==> config.mk <==
export PLATFORM = sky130hd
export DESIGN_NAME = alu_exec
export DESIGN_NICKNAME = d
export VERILOG_FILES = /design/src/design/alu_pkg.sv /design/src/design/alu_adder.sv /design/src/design/alu_ctrl.sv /design/src/design/alu_exec.sv /design/src/design/alu_result_sel.sv /design/src/design/alu_shifter.sv /design/src/design/alu_stage_regs.sv
export VERILOG_INCLUDE_DIRS = /design/src /design/src/include
export SDC_FILE = /design/constraint.sdc
export NUM_CORES = 1
export LEC_CHECK = 0
export BUFFER_PORTS_ARGS = -buffer_cell sky130_fd_sc_hd__clkbuf_2
export CORE_MARGIN = 5
export CORE_UTILIZATION = 35
export CTS_CLUSTER_SIZE = 24
export DETAILED_ROUTE_END_ITERATION = 8
export GPL_ROUTABILITY_DRIVEN = 0
export PLACE_DENSITY = 0.58
export RECOVER_POWER = 100
export SYNTH_ARGS = -nofsm -noshare
export SYNTH_HDL_FRONTEND = slang
export SYNTH_HIERARCHICAL = 1
export SYNTH_SLANG_ARGS = --single-unit
==> constraint.sdc <==
create_clock -name clk -period 4.2 [get_ports clk]
set_clock_uncertainty 0.15 [all_clocks]
set_input_delay 0.21 -clock clk [delete_from_list [all_inputs] [get_ports clk]]
set_output_delay 0.21 -clock clk [all_outputs]
set_load 0.03 [all_outputs]
==> src/include/alu_consts.svh <==
/*
 * ALU execute unit widths
 * Data, sequence number and register address sizes
 */

`ifndef ALU_CONSTS_SVH
`define ALU_CONSTS_SVH

// Data path width
`define ALU_XLEN 32

// Sequence number width, matches decode tagging
`define ALU_SEQ_BITS 5

// Architectural register address width
`define ALU_RADDR_BITS 5

`endif

==> src/design/alu_pkg.sv <==
/*
 * ALU execute package
 * Micro-op encoding and the decode/writeback message structs
 */

`default_nettype none

`include "alu_consts.svh"

package alu_pkg;

  // ------------------------------
  // Micro-ops
  // ------------------------------
  typedef enum logic [3:0] {
    UOP_ADD   = 4'd0,
    UOP_SUB   = 4'd1,
    UOP_AND   = 4'd2,
    UOP_OR    = 4'd3,
    UOP_XOR   = 4'd4,
    UOP_SLT   = 4'd5,
    UOP_SLTU  = 4'd6,
    UOP_SLL   = 4'd7,
    UOP_SRL   = 4'd8,
    UOP_SRA   = 4'd9,
    UOP_LUI   = 4'd10,
    UOP_AUIPC = 4'd11
  } uop_e;

  // ------------------------------
  // Messages
  // ------------------------------

  // Decode to execute
  typedef struct packed {
    logic [`ALU_XLEN-1:0]       pc;
    logic [`ALU_SEQ_BITS-1:0]   seq_num;
    logic [`ALU_XLEN-1:0]       op1;
    logic [`ALU_XLEN-1:0]       op2;
    logic [`ALU_RADDR_BITS-1:0] waddr;
    uop_e                       uop;
  } dx_msg_t;

  // Execute to writeback
  typedef struct packed {
    logic [`ALU_XLEN-1:0]       pc;
    logic [`ALU_SEQ_BITS-1:0]   seq_num;
    logic [`ALU_RADDR_BITS-1:0] waddr;
    logic [`ALU_XLEN-1:0]       wdata;
    logic                       wen;
  } xw_msg_t;

endpackage

`default_nettype wire

==> src/design/alu_adder.sv <==
/*
 * ALU add/subtract datapath
 * Sum, difference, signed and unsigned compare, pc plus op2
 */

`timescale 1ns/1ps
`default_nettype none

`include "alu_consts.svh"

module alu_adder (
  input  alu_pkg::dx_msg_t      x0_msg,
  output logic [`ALU_XLEN-1:0]  sum,
  output logic [`ALU_XLEN-1:0]  diff,
  output logic                  lt_s,
  output logic                  lt_u,
  output logic [`ALU_XLEN-1:0]  pc_sum
);

  // Carry out of op1 + ~op2 + 1
  logic borrow_n;
  logic sign_a;
  logic sign_b;

  assign sign_a = x0_msg.op1[`ALU_XLEN-1];
  assign sign_b = x0_msg.op2[`ALU_XLEN-1];

  // Plain add
  assign sum = x0_msg.op1 + x0_msg.op2;

  // Subtract as two's complement add, keep the carry
  assign {borrow_n, diff} = {1'b0, x0_msg.op1} + {1'b0, ~x0_msg.op2} + 1'b1;

  // No carry means op1 below op2 unsigned
  assign lt_u = !borrow_n;

  // Signs differ: negative operand is smaller
  // Signs equal: difference sign decides, no overflow possible
  assign lt_s = (sign_a != sign_b) ? sign_a : diff[`ALU_XLEN-1];

  // auipc target
  assign pc_sum = x0_msg.pc + x0_msg.op2;

endmodule

`default_nettype wire

==> src/design/alu_ctrl.sv <==
/*
 * ALU pipeline control
 * Tracks operand and writeback stage valids, builds the
 * stall chain from out_rdy back to in_rdy
 */

`timescale 1ns/1ps
`default_nettype none

module alu_ctrl (
  input  logic clk,
  input  logic rst_n,
  input  logic in_val,
  output logic in_rdy,
  input  logic out_rdy,
  output logic out_val,
  output logic ld_x0,
  output logic ld_x1
);

  // Stage valid bits
  logic x0_val;
  logic x1_val;

  // Advance conditions
  logic x1_adv;
  logic x0_adv;

  // ------------------------------
  // Stall chain
  // ------------------------------

  // Writeback slot frees when empty or drained downstream
  assign x1_adv = !x1_val || out_rdy;
  // Operand stage follows writeback
  assign x0_adv = x1_adv;
  // Never looks at in_val
  assign in_rdy = !x0_val || x0_adv;

  assign ld_x0   = in_val && in_rdy;
  assign ld_x1   = x0_val && x1_adv;
  assign out_val = x1_val;

  // ------------------------------
  // Valid tracking
  // ------------------------------
  always_ff @(posedge clk or negedge rst_n) begin
    if (!rst_n) begin
      x0_val <= 1'b0;
      x1_val <= 1'b0;
    end else begin
      // Operand slot refilled or emptied whenever it is free to move
      if (in_rdy) begin
        x0_val <= in_val;
      end
      // Writeback slot takes whatever the operand stage holds
      if (x1_adv) begin
        x1_val <= x0_val;
      end
    end
  end

endmodule

`default_nettype wire

==> src/design/alu_exec.sv <==
/*
 * ALU execute unit top
 * Two-stage val/rdy pipeline from decode to writeback
 */

`timescale 1ns/1ps
`default_nettype none

`include "alu_consts.svh"

module alu_exec (
  input  logic              clk,
  input  logic              rst_n,
  // Decode side
  input  logic              in_val,
  output logic              in_rdy,
  input  alu_pkg::dx_msg_t  in_msg,
  // Writeback side
  output logic              out_val,
  input  logic              out_rdy,
  output alu_pkg::xw_msg_t  out_msg
);

  // Stage load enables
  logic ld_x0;
  logic ld_x1;

  // Held operand message and next result
  alu_pkg::dx_msg_t x0_msg;
  alu_pkg::xw_msg_t wb_next;

  // Datapath results
  logic [`ALU_XLEN-1:0] sum;
  logic [`ALU_XLEN-1:0] diff;
  logic [`ALU_XLEN-1:0] pc_sum;
  logic [`ALU_XLEN-1:0] shamt_out;
  logic                 lt_s;
  logic                 lt_u;

  // ------------------------------
  // Control
  // ------------------------------
  alu_ctrl u_ctrl (
    .clk     (clk),
    .rst_n   (rst_n),
    .in_val  (in_val),
    .in_rdy  (in_rdy),
    .out_rdy (out_rdy),
    .out_val (out_val),
    .ld_x0   (ld_x0),
    .ld_x1   (ld_x1)
  );

  // ------------------------------
  // Pipeline registers
  // ------------------------------
  alu_stage_regs u_regs (
    .clk     (clk),
    .rst_n   (rst_n),
    .ld_x0   (ld_x0),
    .ld_x1   (ld_x1),
    .in_msg  (in_msg),
    .wb_next (wb_next),
    .x0_msg  (x0_msg),
    .out_msg (out_msg)
  );

  // ------------------------------
  // Datapath
  // ------------------------------
  alu_adder u_adder (
    .x0_msg (x0_msg),
    .sum    (sum),
    .diff   (diff),
    .lt_s   (lt_s),
    .lt_u   (lt_u),
    .pc_sum (pc_sum)
  );

  alu_shifter u_shifter (
    .x0_msg    (x0_msg),
    .shamt_out (shamt_out)
  );

  alu_result_sel u_result_sel (
    .x0_msg    (x0_msg),
    .sum       (sum),
    .diff      (diff),
    .pc_sum    (pc_sum),
    .shamt_out (shamt_out),
    .lt_s      (lt_s),
    .lt_u      (lt_u),
    .wb_next   (wb_next)
  );

endmodule

`default_nettype wire

==> src/design/alu_result_sel.sv <==
/*
 * ALU result select
 * Logic ops, wdata mux by micro-op and write enable,
 * packed into the next writeback message
 */

`timescale 1ns/1ps
`default_nettype none

`include "alu_consts.svh"

module alu_result_sel (
  input  alu_pkg::dx_msg_t      x0_msg,
  input  logic [`ALU_XLEN-1:0]  sum,
  input  logic [`ALU_XLEN-1:0]  diff,
  input  logic [`ALU_XLEN-1:0]  pc_sum,
  input  logic [`ALU_XLEN-1:0]  shamt_out,
  input  logic                  lt_s,
  input  logic                  lt_u,
  output alu_pkg::xw_msg_t      wb_next
);

  logic [`ALU_XLEN-1:0] and_q;
  logic [`ALU_XLEN-1:0] or_q;
  logic [`ALU_XLEN-1:0] xor_q;
  logic [`ALU_XLEN-1:0] wdata;

  // ------------------------------
  // Bitwise ops
  // ------------------------------
  assign and_q = x0_msg.op1 & x0_msg.op2;
  assign or_q  = x0_msg.op1 | x0_msg.op2;
  assign xor_q = x0_msg.op1 ^ x0_msg.op2;

  // ------------------------------
  // Result mux
  // ------------------------------
  always_comb begin
    unique case (x0_msg.uop)
      alu_pkg::UOP_ADD:   wdata = sum;
      alu_pkg::UOP_SUB:   wdata = diff;
      alu_pkg::UOP_AND:   wdata = and_q;
      alu_pkg::UOP_OR:    wdata = or_q;
      alu_pkg::UOP_XOR:   wdata = xor_q;
      // Compare results zero-extended to 0/1
      alu_pkg::UOP_SLT:   wdata = {{(`ALU_XLEN-1){1'b0}}, lt_s};
      alu_pkg::UOP_SLTU:  wdata = {{(`ALU_XLEN-1){1'b0}}, lt_u};
      // All three shifts share one shifter
      alu_pkg::UOP_SLL,
      alu_pkg::UOP_SRL,
      alu_pkg::UOP_SRA:   wdata = shamt_out;
      // Upper immediate already formed by decode
      alu_pkg::UOP_LUI:   wdata = x0_msg.op2;
      alu_pkg::UOP_AUIPC: wdata = pc_sum;
      default:            wdata = '0;
    endcase
  end

  // ------------------------------
  // Writeback message
  // ------------------------------
  always_comb begin
    wb_next.pc      = x0_msg.pc;
    wb_next.seq_num = x0_msg.seq_num;
    wb_next.waddr   = x0_msg.waddr;
    wb_next.wdata   = wdata;
    // x0 is hardwired, suppress the write
    wb_next.wen     = |x0_msg.waddr;
  end

endmodule

`default_nettype wire

==> src/design/alu_shifter.sv <==
/*
 * ALU barrel shifter
 * Five-level right shifter, left shift by reversing around it
 */

`timescale 1ns/1ps
`default_nettype none

`include "alu_consts.svh"

module alu_shifter (
  input  alu_pkg::dx_msg_t      x0_msg,
  output logic [`ALU_XLEN-1:0]  shamt_out
);

  localparam int LVLS = $clog2(`ALU_XLEN);

  logic                 is_left;
  logic                 fill;
  logic [LVLS-1:0]      shamt;
  logic [`ALU_XLEN-1:0] op_rev;
  logic [`ALU_XLEN-1:0] res_rev;
  logic [`ALU_XLEN-1:0] lvl_q [0:LVLS];

  assign is_left = (x0_msg.uop == alu_pkg::UOP_SLL);
  // Sign fill only for arithmetic right
  assign fill    = (x0_msg.uop == alu_pkg::UOP_SRA) && x0_msg.op1[`ALU_XLEN-1];
  // Low bits of op2 only
  assign shamt   = x0_msg.op2[LVLS-1:0];

  // Bit reversal of input and result
  always_comb begin
    for (int i = 0; i < `ALU_XLEN; i++) begin
      op_rev[i]  = x0_msg.op1[`ALU_XLEN-1-i];
      res_rev[i] = lvl_q[LVLS][`ALU_XLEN-1-i];
    end
  end

  assign lvl_q[0] = is_left ? op_rev : x0_msg.op1;

  // ------------------------------
  // Shift levels 1, 2, 4, 8, 16
  // ------------------------------
  for (genvar lvl = 0; lvl < LVLS; lvl++) begin : g_lvl
    localparam int SH = 1 << lvl;
    assign lvl_q[lvl+1] = shamt[lvl] ? {{SH{fill}}, lvl_q[lvl][`ALU_XLEN-1:SH]} : lvl_q[lvl];
  end

  assign shamt_out = is_left ? res_rev : lvl_q[LVLS];

endmodule

`default_nettype wire

==> src/design/alu_stage_regs.sv <==
/*
 * ALU pipeline registers
 * Operand stage and writeback stage, each loaded on its enable
 */

`timescale 1ns/1ps
`default_nettype none

module alu_stage_regs (
  input  logic              clk,
  input  logic              rst_n,
  input  logic              ld_x0,
  input  logic              ld_x1,
  input  alu_pkg::dx_msg_t  in_msg,
  input  alu_pkg::xw_msg_t  wb_next,
  output alu_pkg::dx_msg_t  x0_msg,
  output alu_pkg::xw_msg_t  out_msg
);

  // ------------------------------
  // Operand stage
  // ------------------------------

  // Holds the accepted decode message, stable under stall
  always_ff @(posedge clk or negedge rst_n) begin
    if (!rst_n) begin
      x0_msg <= '0;
    end else if (ld_x0) begin
      x0_msg <= in_msg;
    end
  end

  // ------------------------------
  // Writeback stage
  // ------------------------------

  // Result register feeding out_msg
  // Kept unchanged while out_rdy is low
  always_ff @(posedge clk or negedge rst_n) begin
    if (!rst_n) begin
      out_msg <= '0;
    end else if (ld_x1) begin
      out_msg <= wb_next;
    end
  end

endmodule

`default_nettype wire

After elaboration in Yosys (flattened, before gate mapping)
Cells that the tools add are included.

cells by class
  add/subtract/negate cells = 4
  multipliers = 0
  div/mod/pow operators = 0
  magnitude comparators = 0
  equality and inequality tests = 12
  shift-type cells = 0
  multiplexer cells = 9
  bitwise operators = 4
  reduce and logical (&&, ||, !) cells = 11

operator list
  kind                     count
  $pmux W32 S10            1
  $mux W32                 7
  $add A32 B32 Y32         2
  $add A32 B32 Y33         1
  $add A33 B1 Y33 const B  1
  $and A32 B32 Y32         1
  $not A32 Y32             1
  $or A32 B32 Y32          1
  $xor A32 B32 Y32         1
  $eq A4 B3 Y1 const B     4
  $eq A4 B4 Y1 const B     4
  $eq A4 B2 Y1 const B     2
  $reduce_or A5 Y1         1
  $eq A4 B1 Y1 const B     1
  $logic_not A4 Y1         1
  $logic_and A1 B1 Y1      3
  $logic_not A1 Y1         3
  $reduce_or A3 Y1         1
  $logic_or A1 B1 Y1       2
  $mux W1                  1
  $ne A1 B1 Y1             1

storage, ports and cells
  bits in registers = 187
  bits in latches = 0
  memory bits (writable) = 0
  bits in read-only memories = 0
  input bits = 114
  output and inout bits = 77
  word-level logic and storage cells = 53
  memories kept = 0

Longest topological paths before layout
Gate-level depths: netlist of run 1.

  depth in word-level cells = 9
  gate-level depth with buffers = 17
  mapped depth without buffers = 17

By module
Netlist of run 1, hierarchy kept.

by module, submodules not included
  module          times used  cells an instance  area each (sq um)  seq. area each (sq um)
  alu_stage_regs  1           390                7106.8             4629.4
  alu_adder       1           719                4956.0             0.0
  alu_result_sel  1           462                3438.3             0.0
  alu_shifter     1           364                2821.5             0.0
  alu_ctrl        1           8                  103.8              50.0

Worst setup path before layout of run 1
No wires, ideal clock.

  kind = flip-flop to flip-flop
  from = register u_regs/x0_msg[14] (netlist name)
  to = register u_regs/out_msg[32] (netlist name)
  library setup time = 0.125 ns
  data arrival time = 3.550 ns
  required time = 3.925 ns
  path slack = 0.375 ns
  cell stages (with the launch flop) = 18
  buffers on the path = 1
  clock period less this slack = 3.825 ns
  cell sequence = dfrtp_1 -> inv_1 -> ha_1 -> buf_4 -> o21ai_0 -> a211oi_1 -> and3_1 -> o211ai_1 -> a21oi_1 -> nor3_2 -> o41ai_1 -> a21oi_1 -> o21a_1 -> fa_1 -> inv_1 -> a22oi_1 -> o211ai_1 -> mux2_2

==> reports/qor.yml, run 1 <==
rsz0062_at_grt: "no"
ys_seq_elements: 187
ys_seq_area_frac: 0.2540
grt-ovfl-total: 0
timing.reg2reg.setup_slack_ns: 0.07
violations: "max-capacitance violations, max-slew violations"
fp.dieH_um: 239.5
drive_gt1_frac: 0.2336
max_slew_margin: -0.9737
synth_cell_type_count: 98
core_area_um2: 52340
dieWidth_um: 239.5
grt_max_degree: 86
crit_type: "register to register"
p_leak_nw: 9.747
r2r_cells: 15
pre_cts_ws_ns: 0.01947
tightestPinTransition_ns: 2.961
synthArstFlopShare: 1.000
yosys_warnings: 6
fmax_mhz: 242.3
synth_edf_count: 0
synth_nets: 2219
timing.final.crit_period_ns: 4.127
clock_sinks: 187
synth_area_um2: 18430
required_ns: 4.44
worstSetupStartpoint: "u_regs/x0_msg[14]"
cts.root.buffer_cell: "clkbuf_16"
critPathMaxFanout: 5
via_per_inst: 5.858
drc_errors: 0
htreeDepth: 4
crit_end: "u_regs/out_msg[32]"
mostFrequentLayoutCell: "dfrtp_1"
drt-pass1-iter-count: 8
insertion_delay_ns: 0.50
hp-class: "input pin to register"
r2r-start: "u_regs/x0_msg[14]"
drv_slew: 136
hp-start: "in_msg[94]"
wl_um: 69390
period_share: 0.9826
hold_violations: 0
clock_path_buffers: 2
drt_iter0_markers: 1866
grt_pass1_wl_um: 104800
vias: 17200
tns_ns: 0
irDropWorstVdd_uv: 382.9
globalRouteTotalUtil: 0.2367
cp-start-kind: "register"
synth_top_flop_cell: "dfrtp_1"
grt_pass1_vias: 17140
pwr_density_cell_nw_per_um2: 498.9
antenna_found_initial: 1
nNetsFinal: 2510
worstReg2RegEnd: "u_regs/out_msg[32]"
areaGrowthSynthToFinish_pct: 18.53
mostFrequentLayoutCells: "181 x dfrtp_1, 157 x ha_1, 148 x inv_1, 148 x mux2_2, 124 x a21oi_1"
finalSetupViolCount: 0
core.rowCount: 84
cp.arrival_ns: 4.36
clk_pin_slew_ns: 0.08
avgSynthCellArea_um2: 9.483
cts_tree: "yes"
finalWorstSetupSlack_ns: 0.07319
status: "finished with violations"
num_io_pins: 191
die_area_um2: 57340
max_cap_violations: 3
hpwl_um: 52990
wire_per_inst_um: 23.63
start_util: 0.3521
end_kind: "register"
numCtsBuffers: 17
synthCells: 1943
timing.hold.ws_ns: 0.3302
fillCellCount: 5202
antenna_left: 0
port_buffers: 190
[worst max-delay path, stage by stage, from the launching register on]
cell and delay (ns):
dfrtp_1 0.43, buf_4 0.18, ha_1 0.21, nor2b_4 0.13, or2_1 0.24, o41a_4 0.40, a31oi_4 0.28, o211ai_4 0.13
a221oi_4 0.40, o211ai_1 0.18, nand4_1 0.10, nand3_1 0.11, mux2_2 0.28, a222oi_1 0.28, o211ai_1 0.19, mux2_2 0.30
[sequential cells by signal (all words and copies together), names as in the netlist]
name	flops
u_regs/x0_msg	110
u_regs/out_msg	75
u_ctrl/out_val	1
u_ctrl/x0_val	1
[through the flow]
stage / power (mW) / std cells / utilization / area (µm²)
after global placement: 9.004 / 2785 / 0.3862 / 20210
after detailed placement: 9.069 / 2785 / 0.3862 / 20210
after floorplan: 7.054 / 1943 / - / 18430
after CTS: 10.90 / 2931 / 0.4192 / 21940
final: 10.90 / 2936 / 0.4173 / 21840
after global routing: 11.49 / 2935 / 0.4172 / 21840
[power by group]
part | total (mW) | switching, mW | internal (mW)
Clock | 1.67 | 0.830 | 0.842
Sequential | 2.66 | 0.447 | 2.22
Combinational | 6.56 | 3.97 | 2.59
Total | 10.9 | 5.25 | 5.65
[cell type report]
| type | count | area (µm²) | share of cell area |
|---|---|---|---|
| Sequential cell | 187 | 4687 | 0.2146 |
| Antenna cell | 1 | 2.502 | 0.0001146 |
| Timing Repair Buffer | 427 | 2953 | 0.1352 |
| Inverter | 152 | 570.5 | 0.02612 |
| Clock inverter | 14 | 153.9 | 0.007046 |
| Tap cell | 688 | 860.8 | 0.03941 |
| Multi-Input combinational cell | 1449 | 12180 | 0.5579 |
| Clock buffer | 18 | 429.2 | 0.01965 |
[worst min-delay path by stage]
stage | cells past startpoint | endpoint | slack, ns
after floorplan | 0 | u_ctrl/out_val | -0.24
after global placement | 1 | u_regs/x0_msg[64] | 0.09
after detailed placement | 1 | u_regs/out_msg[39] | 0.1
after CTS | 2 | u_regs/x0_msg[64] | 0.1
after global routing | 3 | u_regs/x0_msg[105] | 0.31
final | 3 | u_regs/x0_msg[94] | 0.33
[routing by layer]
| metal | routed length, µm | up-vias | global-route usage | part of all wire |
|---|---|---|---|---|
| met5 | 13 | - | 0 | 0.00019 |
| met4 | 4115 | 2 | 0.1290 | 0.059 |
| met3 | 6146 | 200 | 0.04986 | 0.089 |
| met2 | 29890 | 1041 | 0.3585 | 0.43 |
| met1 | 29230 | 8242 | 0.3165 | 0.42 |
| li1 | - | 7713 | - | - |
[what timing repair did]
action | CTS | global route
hold endpoints to repair | 168 | 0
gates resized for setup | 1 | 25
setup endpoints to repair | 1 | 14
cloned | 0 | 0
setup buffers | 0 | 4
hold buffers | 114 | 0
pin swaps | 0 | 5
[cell usage after synthesis, drive strengths merged, types with 9 or more instances]
library cell,n,area (µm²)
a211oi,36,275.3
nor3,37,195.2
o21bai,21,168.9
buf,105,793.3
o211ai,28,229.0
mux2i,60,600.6
o21ai,68,340.3
a222oi,10,100.1
o221ai,9,78.83
o31ai,14,105.1
nand3,27,135.1
ha,158,1977
dfrtp,187,4679
nand2,108,405.4
xor2,16,140.1
xnor2,65,569.3
a21o,26,195.2
nor2b,12,82.58
nand2b,19,118.9
a22oi,40,300.3
o22ai,42,262.8
clkbuf,50,188.9
mux2,206,2507
a31oi,19,133.9
nor2,107,401.6
and3,11,68.82
a21oi,129,649.4
a211o,10,87.58
mux4,36,814.5
inv,150,563.0
a221oi,15,155.2
[kinds of logic (layout without fill, tap and decap cells)]
| group | after synthesis | after routing | share of synthesized area |
|---|---|---|---|
| multiplexers | 302 | 302 | 0.2129 |
| AND/OR/NAND/NOR | 381 | 381 | 0.1038 |
| adder cells (fa/ha/maj) | 162 | 162 | 0.1116 |
| buffers and inverters | 307 | 611 | 0.08427 |
| XOR/XNOR | 81 | 81 | 0.03850 |
| AO/OA/AOI/OAI | 523 | 523 | 0.1950 |
| other | 0 | 1 | 0 |
| flip-flops | 187 | 187 | 0.2540 |
(Power assumes the default switching activity.)
==> run 2: changes to the inputs <==
RECOVER_POWER = unset   (was 100)
==> run 2 against run 1 <==
The run now ends clean. Via count barely moved. Largest power group unchanged. Clock power is essentially flat. Core utilization increased by 0.47 points. Highest routed layer unchanged.
==> reports/qor.yml, run 2 (synthesized netlist as in run 1, its figures left out) <==
status: "complete, no violations"
numCtsBuffers: 17  # unchanged
largest_register_ffs: 110  # unchanged
antenna_found_initial: 1  # unchanged
mostFrequentLayoutCells: "189 x clkbuf_2, 181 x dfrtp_1, 157 x ha_1"
via_per_inst: 5.865  # +0.12%
vias: 17210  # +0.087%
multi_input_area_um2: 12320  # +1.1%
dp_cells: 2785  # unchanged
clock_sinks: 187  # unchanged
required_ns: 4.44  # about the same
drive_gt1_frac: 0.2857  # +0.05207
clock_path_buffers: 2  # unchanged
rsz0062_at_grt: "no"
top_register: "u_regs/x0_msg"
num_io_pins: 191  # unchanged
hp-class: "input pin to asynchronous set/reset pin"
die_area_um2: 57340  # unchanged
cts_tree: "yes"
wl_um: 69200  # -0.28%
core_area_um2: 52340  # unchanged
core.rowCount: 84  # unchanged
cp.arrival_ns: 4.32  # -0.04 ns
drt-pass1-iter-count: 9  # +1
max_slew_margin: 0.3330  # +1.307
stdcell_count: 2935  # -0.034%
period_share: 0.9723  # -0.01024
antenna_left: 0  # unchanged
tightestPinTransition_ns: 1.000  # -1.960 ns
drt_iter0_markers: 2070  # +11%
finalSetupViolCount: 0  # unchanged
port_buffers: 190  # unchanged
globalRouteTotalUtil: 0.2367  # unchanged
tns_ns: 0  # unchanged
grt_pass1_vias: 17140  # unchanged
placed_area_um2: 20210  # unchanged
wire_per_inst_um: 23.58  # -0.24%
cp-start-kind: "register"
insertion_delay_ns: 0.50  # about the same
p_leak_nw: 10.10  # +3.6%
crit_type: "register to register"
areaGrowthSynthToFinish_pct: 19.85
max_cap_violations: 0  # -3
cts.root.buffer_cell: "clkbuf_16"
fillCellCount: 5117  # -1.6%
pwr_density_cell_nw_per_um2: 500.8  # +0.37%
hold_violations: 0  # unchanged
critPathMaxFanout: 5  # unchanged
htreeDepth: 4  # unchanged
drc_errors: 0  # unchanged
end_kind: "register"
timing.final.crit_period_ns: 4.084  # -0.04300 ns
grt_pass1_wl_um: 104800  # unchanged
clk_pin_slew_ns: 0.08  # about the same
nNetsFinal: 2510  # unchanged
drv_slew: 0  # -100%
mostFrequentLayoutCell: "clkbuf_2"
start_util: 0.3521  # unchanged
dieWidth_um: 239.5  # unchanged
hpwl_um: 52990  # unchanged
grt_max_degree: 86  # unchanged
final_area_um2: 22080  # +1.1%
fmax_mhz: 244.9  # +1.1%
ff_latch_area_um2: 4687  # unchanged
num_antenna_cells: 0  # -1
top_regs: "u_regs/x0_msg (110), u_regs/out_msg (75)"
grt-ovfl-total: 0  # unchanged
irDropWorstVdd_uv: 384.6  # +0.44%
fp.dieH_um: 239.5  # unchanged
[run 2: cell count changes in the layout (fill, tap and decap cells not counted), sizes merged]
| cell | change |
|---|---|
| diode | -1 |
| dlymetal6s4s | -1 |
| clkbuf | -1 |
| buf | +2 |
[run 2: area by class of cell]
| class | instances | share of cell area |
|---|---|---|
| Sequential cell | 187 | 0.2122 |
| Timing Repair Buffer | 427 | 0.1388 |
| Clock buffer | 18 | 0.01943 |
| Clock inverter | 14 | 0.006968 |
| Tap cell | 688 | 0.03898 |
| Multi-Input combinational cell | 1449 | 0.5578 |
| Inverter | 152 | 0.02583 |
[run 2: final timing paths]
check                                   start            endpoint  slack, ns  depth (start not counted)
max                         u_regs/x0_msg[14]  u_regs/out_msg[32]       0.12                         15
min                                     rst_n  u_regs/out_msg[39]       0.12                          2
max reg2reg                 u_regs/x0_msg[14]  u_regs/out_msg[32]       0.12                         15
min reg2reg                u_regs/out_msg[47]  u_regs/out_msg[47]       0.36                          1
max in group asynchronous               rst_n   u_regs/x0_msg[15]       2.72                          3
min in group clk                   in_msg[94]   u_regs/x0_msg[94]       0.33                          3
[run 2: routing by layer]
layer  global-route usage  share of wire
met5                    0        0.00019
met4               0.1290          0.060
met3              0.04986          0.092
met2               0.3585           0.43
met1               0.3165           0.42
[run 2: worst max-delay path: stages, from the launching register on]
cell and delay, ns:
dfrtp_1 0.44, buf_4 0.18, ha_1 0.21, nor2b_4 0.13
or2_1 0.24, o41a_4 0.40, a31oi_4 0.28, o211ai_4 0.13
a221oi_4 0.39, o211ai_1 0.17, nand4_1 0.10, nand3_1 0.11
mux2_2 0.28, a222oi_1 0.27, o211ai_1 0.18, mux2_2 0.30
[run 2: through the flow]
stage	hold WS, ns	setup WS, ns	util	power, mW
after floorplan	-0.2356	0.3751	-	7.054
after global placement	0.09003	0.1579	0.3862	9.004
after detailed placement	0.09752	0.01947	0.3862	9.069
after CTS	0.09551	0.07070	0.4192	10.90
after global routing	0.1428	0.0003140	0.4220	11.66
final	0.1150	0.1162	0.4220	11.06
[run 2: what timing repair did]
| item | CTS | global route |
|---|---|---|
| pin swaps | 0 | 5 |
| hold buffers | 114 | 0 |
| gates cloned | 0 | 0 |
| endpoints found under the setup margin | 1 | 14 |
| gates resized for setup | 1 | 25 |
| setup buffers | 0 | 4 |
| hold endpoints to repair | 168 | 0 |
[run 2: power by group]
group	leakage, nW	switching (mW)	internal, mW
Sequential	2.21	0.457	2.22
Combinational	7.61	3.97	2.75
Clock	0.284	0.826	0.842
